$ cat src/design/rv_mem_pkg.sv
// Shared types of the memory stage and data RAM
// RV64 funct3 codes for loads; stores use the same low two bits for size

package rv_mem_pkg;

  // 64-bit data word for pc, addresses and data
  typedef logic [63:0] xlen_t;

  // 32-bit instruction word
  typedef logic [31:0] inst_t;

  // Register file index
  typedef logic [4:0] reg_idx_t;

  // Access size in bits 1:0, zero-extend flag in bit 2
  typedef logic [2:0] funct3_t;

  // One enable per byte lane of a data word
  typedef logic [7:0] byte_en_t;

  localparam funct3_t F3_LB  = 3'b000;
  localparam funct3_t F3_LH  = 3'b001;
  localparam funct3_t F3_LW  = 3'b010;
  localparam funct3_t F3_LD  = 3'b011;
  localparam funct3_t F3_LBU = 3'b100;
  localparam funct3_t F3_LHU = 3'b101;
  localparam funct3_t F3_LWU = 3'b110;

endpackage
$ cat src/design/mem_stage.sv
// Memory pipeline stage with req/ack handshakes on both sides
// Holds the pass-through fields and drives the access unit

module mem_stage #(
  parameter int RAM_WORDS = 512
) (
  input  logic                         clk,
  input  logic                         rst,
  input  logic                         i_executed_req,
  output logic                         o_executed_ack,
  input  rv_mem_pkg::xlen_t            i_pc,
  input  rv_mem_pkg::inst_t            i_inst,
  input  rv_mem_pkg::xlen_t            i_addr,
  input  logic                         i_ren,
  input  logic                         i_wen,
  input  rv_mem_pkg::funct3_t          i_funct3,
  input  rv_mem_pkg::xlen_t            i_wdata,
  input  rv_mem_pkg::reg_idx_t         i_rd,
  input  logic                         i_rd_wen,
  input  rv_mem_pkg::xlen_t            i_rd_wdata,
  output logic                         o_memoryed_req,
  input  logic                         i_memoryed_ack,
  output rv_mem_pkg::xlen_t            o_pc,
  output rv_mem_pkg::inst_t            o_inst,
  output rv_mem_pkg::reg_idx_t         o_rd,
  output logic                         o_rd_wen,
  output rv_mem_pkg::xlen_t            o_rd_wdata,
  output rv_mem_pkg::xlen_t            o_rdata,
  output logic                         o_ram_ce,
  output logic                         o_ram_we,
  output logic [$clog2(RAM_WORDS)-1:0] o_ram_addr,
  output rv_mem_pkg::byte_en_t         o_ram_be,
  output rv_mem_pkg::xlen_t            o_ram_wdata,
  input  rv_mem_pkg::xlen_t            i_ram_rdata
);

  import rv_mem_pkg::*;

  logic     req_q;
  logic     accept;
  xlen_t    pc_q;
  inst_t    inst_q;
  reg_idx_t rd_q;
  logic     rd_wen_q;
  xlen_t    rd_wdata_q;
  xlen_t    unit_rdata;

  // Ready unless a result is waiting for the write-back side
  assign o_executed_ack = !req_q || i_memoryed_ack;
  assign accept         = i_executed_req && o_executed_ack;

  always_ff @(posedge clk) begin
    if (rst) begin
      req_q <= 1'b0;
    end else if (accept) begin
      req_q <= 1'b1;
    end else if (i_memoryed_ack) begin
      req_q <= 1'b0;
    end
  end

  always_ff @(posedge clk) begin
    if (accept) begin
      pc_q       <= i_pc;
      inst_q     <= i_inst;
      rd_q       <= i_rd;
      rd_wen_q   <= i_rd_wen;
      rd_wdata_q <= i_rd_wdata;
    end
  end

  mem_access_unit #(
    .RAM_WORDS (RAM_WORDS)
  ) u_access (
    .clk         (clk),
    .rst         (rst),
    .i_ena       (accept),
    .i_addr      (i_addr),
    .i_ren       (i_ren),
    .i_wen       (i_wen),
    .i_funct3    (i_funct3),
    .i_wdata     (i_wdata),
    .o_ram_ce    (o_ram_ce),
    .o_ram_we    (o_ram_we),
    .o_ram_addr  (o_ram_addr),
    .o_ram_be    (o_ram_be),
    .o_ram_wdata (o_ram_wdata),
    .i_ram_rdata (i_ram_rdata),
    .o_rdata     (unit_rdata)
  );

  // Output fields read zero while nothing is offered
  assign o_memoryed_req = req_q;
  assign o_pc           = req_q ? pc_q : '0;
  assign o_inst         = req_q ? inst_q : '0;
  assign o_rd           = req_q ? rd_q : '0;
  assign o_rd_wen       = req_q ? rd_wen_q : 1'b0;
  assign o_rd_wdata     = req_q ? rd_wdata_q : '0;
  assign o_rdata        = req_q ? unit_rdata : '0;

endmodule

$ cat src/design/mem_access_unit.sv
// Load/store access unit: store lane enables and data alignment
// Load lane extraction with sign or zero extension

module mem_access_unit #(
  parameter int RAM_WORDS = 512
) (
  input  logic                         clk,
  input  logic                         rst,
  input  logic                         i_ena,
  input  rv_mem_pkg::xlen_t            i_addr,
  input  logic                         i_ren,
  input  logic                         i_wen,
  input  rv_mem_pkg::funct3_t          i_funct3,
  input  rv_mem_pkg::xlen_t            i_wdata,
  output logic                         o_ram_ce,
  output logic                         o_ram_we,
  output logic [$clog2(RAM_WORDS)-1:0] o_ram_addr,
  output rv_mem_pkg::byte_en_t         o_ram_be,
  output rv_mem_pkg::xlen_t            o_ram_wdata,
  input  rv_mem_pkg::xlen_t            i_ram_rdata,
  output rv_mem_pkg::xlen_t            o_rdata
);

  import rv_mem_pkg::*;

  localparam int AW = $clog2(RAM_WORDS);

  logic [2:0] acc_off;    // Byte offset aligned to the access size
  byte_en_t   size_mask;

  // Registered load attributes, used one cycle after the RAM read
  logic       ld_pend;
  funct3_t    ld_funct3;
  logic [2:0] ld_off;

  xlen_t      ld_word;
  xlen_t      ld_ext;

  // Low address bits below the access size are dropped
  always_comb begin
    case (i_funct3[1:0])
      2'd0: begin
        acc_off   = i_addr[2:0];
        size_mask = 8'h01;
      end
      2'd1: begin
        acc_off   = {i_addr[2:1], 1'b0};
        size_mask = 8'h03;
      end
      2'd2: begin
        acc_off   = {i_addr[2], 2'b00};
        size_mask = 8'h0f;
      end
      default: begin
        acc_off   = 3'd0;
        size_mask = 8'hff;
      end
    endcase
  end

  // RAM strobes pulse only on the accept cycle
  assign o_ram_ce    = i_ena && (i_ren || i_wen);
  assign o_ram_we    = i_ena && i_wen;
  assign o_ram_addr  = i_addr[AW+2:3];
  assign o_ram_be    = size_mask << acc_off;
  assign o_ram_wdata = i_wdata << {acc_off, 3'b000};

  always_ff @(posedge clk) begin
    if (rst) begin
      ld_pend <= 1'b0;
    end else if (i_ena) begin
      ld_pend <= i_ren && !i_wen;
    end
  end

  always_ff @(posedge clk) begin
    if (i_ena) begin
      ld_funct3 <= i_funct3;
      ld_off    <= acc_off;
    end
  end

  assign ld_word = i_ram_rdata >> {ld_off, 3'b000};  // Addressed bytes moved to lane 0

  always_comb begin
    case (ld_funct3)
      F3_LB:   ld_ext = {{56{ld_word[7]}}, ld_word[7:0]};
      F3_LH:   ld_ext = {{48{ld_word[15]}}, ld_word[15:0]};
      F3_LW:   ld_ext = {{32{ld_word[31]}}, ld_word[31:0]};
      F3_LD:   ld_ext = ld_word;
      F3_LBU:  ld_ext = {56'd0, ld_word[7:0]};
      F3_LHU:  ld_ext = {48'd0, ld_word[15:0]};
      F3_LWU:  ld_ext = {32'd0, ld_word[31:0]};
      default: ld_ext = '0;  // Code 111 has no RV64 load
    endcase
  end

  assign o_rdata = ld_pend ? ld_ext : '0;

endmodule

$ cat config.mk
export PLATFORM = sky130hd
export DESIGN_NAME = mem_stage
export DESIGN_NICKNAME = d
export VERILOG_FILES = /design/src/design/rv_mem_pkg.sv /design/src/design/mem_stage.sv /design/src/design/mem_access_unit.sv
export SDC_FILE = /design/constraint.sdc
export NUM_CORES = 1
export LEC_CHECK = 0
export BUFFER_PORTS_ARGS = -buffer_cell sky130_fd_sc_hd__buf_2
export CAP_MARGIN = 40
export CELL_PAD_IN_SITES_DETAIL_PLACEMENT = 0
export CELL_PAD_IN_SITES_GLOBAL_PLACEMENT = 1
export CORE_AREA = 2 2 268 270
export DETAILED_ROUTE_END_ITERATION = 16
export DIE_AREA = 0 0 270 272
export PLACE_DENSITY_LB_ADDON = 0.1
export SLEW_MARGIN = 20
export SYNTH_ARGS = -nofsm -noshare
export SYNTH_HDL_FRONTEND = slang
export SYNTH_SLANG_ARGS = --single-unit
$ cat constraint.sdc
create_clock -name clk -period 12.45 [get_ports clk]
set_clock_uncertainty 0.05 [all_clocks]
set_input_delay 1.8675 -clock clk [delete_from_list [all_inputs] [get_ports clk]]
set_output_delay 1.8675 -clock clk [all_outputs]
set_load 0.005 [all_outputs]
==> metrics.csv <==
metric,value,unit
status,completed,
overflow,0,
grt_pass1_vias,10342,
worst_slew_pin_slew,0.8749,ns
synth_ff_type,edfxtp_1,
ys_warn_count,0,
post-dp-hpwl,41800,um
cts_tree,built,
area_growth,44.10,%
synth.avg_cell_area,10.53,um^2
ys_seq_elements,174,
post-route-util,21.74,%
cts-htree-levels,4,
finalSetupTns,0,ns
coreArea,70750,um^2
port_buffers,611,
rsz0062_at_grt,false,
yosys.area.top_type,edfxtp_1,
synth_edf_count,172,
synthesis.nets,1381,
viasPerCell,3.917,
cts.sinks,174,
pwr-share-clk,36.5,%
power_frac_seq,42.7,%
ys_top_cells_by_area,"edfxtp_1 48%, and2_1 11%, mux4_2 6.5%, mux2i_1 6.5%, nand2_1 4.6%",
track_usage,13.99,%
clk_pin_slew,0.07,ns
synth_top_area_share,48.38,%
drtIter0Drc,383,
gp_congestion,0.8042,
syn_area,10680,um^2
drc,0,
hold_violations,0,
crit_type,input port to primary output,
ctsHoldBuffers,0,
numCtsBuffers,17,
clk_latency,0.46,ns
start_util,15.09,%
antenna_found_initial,13,
clock_tree.buffer_depth,2,
num_vias,9962,
vdd_ir_drop_max,0.08348,mV
critPathRequiredTime,10.53,ns
hp-class,flip-flop to flip-flop,
cp-start-kind,input port,
fmax,158.3,MHz
setup_viol,0,
layout-drive-gt1-share,47.20,%
p_leak,6.975,nW
boundaryPins,682,
finalCritPeriodShare,50.73,%
row_count,98,
wl_per_cell,20.92,um
yosysSeqAreaShare,48.76,%
ys_async_sr_fraction,0,%
die_h,272,um
switchingPower,0.4709,mW
die_w,270,um
cap_viol_max_count,0,
p_int,1.160,mW
slew_viol_final,0,
wl,53210,um
grt_pass1_wl,75270,um
fin_nets,1945,
p_comb_share,20.8,%
max_slew_margin,41.67,%
clock-root-buffer,clkbuf_16,
netlist-cell-type-count,43,
fin_crit,6.315,ns
arrival,4.40,ns
critPathMaxFanout,41,
sw_frac_of_total,28.87,%
cts_resized,0,
grt_start_max_net_pins,79,
synth_cells,1014,
first_pass_iters,4,
die-area,73440,um^2
drtAntennaViolNets,0,
endpoint_kind,primary output,
post_cts.repair.setup_buffers,0,
p_per_area,106.0,nW/um^2
cells in the mapped netlist, types with 9 or more instances:
cell type and instances:
buf_2 16, mux4_2 31, mux2i_1 69, nand3_1 9
nor2_1 69, nor2b_1 10, o22ai_1 17, mux2_2 35
buf_4 12, clkbuf_1 55, edfxtp_1 172, and2_1 184
o21ai_0 27, inv_1 15, nand2_1 132, nand2b_1 21
a21oi_1 78
per-layer routing:
metal / up-vias / wire length, um / global-route usage, %
li1: 4702 / - / -
met1: 4876 / 20170 / 15.00
met2: 319 / 28720 / 26.50
met3: 43 / 3753 / 4.681
met4: 22 / 448 / 2.865
met5: - / 124 / 0
cell type report:
cell class,instances,area (um^2)
multi-input combinational,734,5000
sequential,174,5209
tap,950,1189
inverter,15,61.31
fill,7929,55370
antenna,2,5.005
timing repair buffer,636,3296
clock buffer,18,429.2
clock inverter,14,195.2
critical path, cell delays in order:
cell and delay (ns):
buf_2 0.18, or3b_2 0.48, buf_4 0.34, inv_1 0.12, buf_4 0.39, nor2_1 0.18
buf_4 0.23, a21oi_1 0.25, o21ai_0 0.14, buf_2 0.18
state kept, by name, indices dropped and copies added (netlist names):
name and flops:
rd_wen_q 1, rd_q 5, u_access.ld_pend 1, pc_q 64, o_memoryed_req 1, u_access.ld_funct3 3, inst_q 32, rd_wdata_q 64
u_access.ld_off 3
per-stage QoR:
| step | instance area, um^2 | instances | setup WS (ns) | hold slack, ns | power (mW) |
|---|---|---|---|---|---|
| after global placement | 14650 | 2502 | 5.687 | 0.5161 | 1.056 |
| after global routing | 15380 | 2542 | 5.916 | 0.5564 | 1.721 |
| final | 15380 | 2543 | 6.135 | 0.5066 | 1.631 |
| after detailed placement | 14750 | 2508 | 6.028 | 0.5034 | 1.059 |
| after CTS | 15370 | 2540 | 6.004 | 0.5226 | 1.672 |
| after floorplan | 10680 | 1014 | 6.410 | 0.4066 | 0.8822 |
cells in the final DEF (no fill, tap or decap), types with 3 or more instances in the layout:
cell type,netlist,final
buf_2,16,612
and2_1,184,184
edfxtp_1,172,172
nand2_1,132,132
a21oi_1,78,78
nor2_1,69,69
mux2i_1,69,69
mux2_2,35,35
mux4_2,31,31
o21ai_0,27,27
buf_4,12,21
nand2b_1,21,20
o22ai_1,17,17
clkbuf_16,0,17
inv_1,15,14
nor2b_1,10,10
nand3_1,9,8
o31ai_1,8,8
o211ai_1,8,8
inv_6,0,5
nor3_1,4,4
a21oi_2,4,4
and2_0,4,4
inv_8,0,3
bufinv_16,0,3
worst paths after layout:
kind	start	to	slack, ns	cells after the start
min reg2reg	u_access.ld_pend$_SDFFE_PP0P_	u_access.ld_pend$_SDFFE_PP0P_	0.51	2
max	i_funct3[1]	o_ram_wdata[54]	6.13	10
max reg2reg	o_memoryed_req$_SDFFE_PP0P_	rd_wdata_q[10]$_DFFE_PP_	9.82	4
min	u_access.ld_pend$_SDFFE_PP0P_	u_access.ld_pend$_SDFFE_PP0P_	0.51	2
logic make-up (layout without fill, tap and decap cells):
group                  count (synthesis)  count (layout)  share of synthesized area (%)
and+or+nand+nor                      445             445                          21.37
DFF                                  174             174                          48.76
AOI/OAI and AO/OA                    153             153                          8.416
muxes                                136             136                          16.84
buffers and inverters                106             683                          4.618
other                                  0               2                              0
power groups by stage:
stage / combinational (mW) / clock, mW / sequential, mW
after global routing: 0.376 / 0.645 / 0.701
after floorplan: 0.175 / 0 / 0.707
after CTS: 0.351 / 0.625 / 0.697
final: 0.340 / 0.595 / 0.696
after global placement: 0.347 / 0 / 0.710
after detailed placement: 0.349 / 0 / 0.710
(Power assumes the default switching activity.)
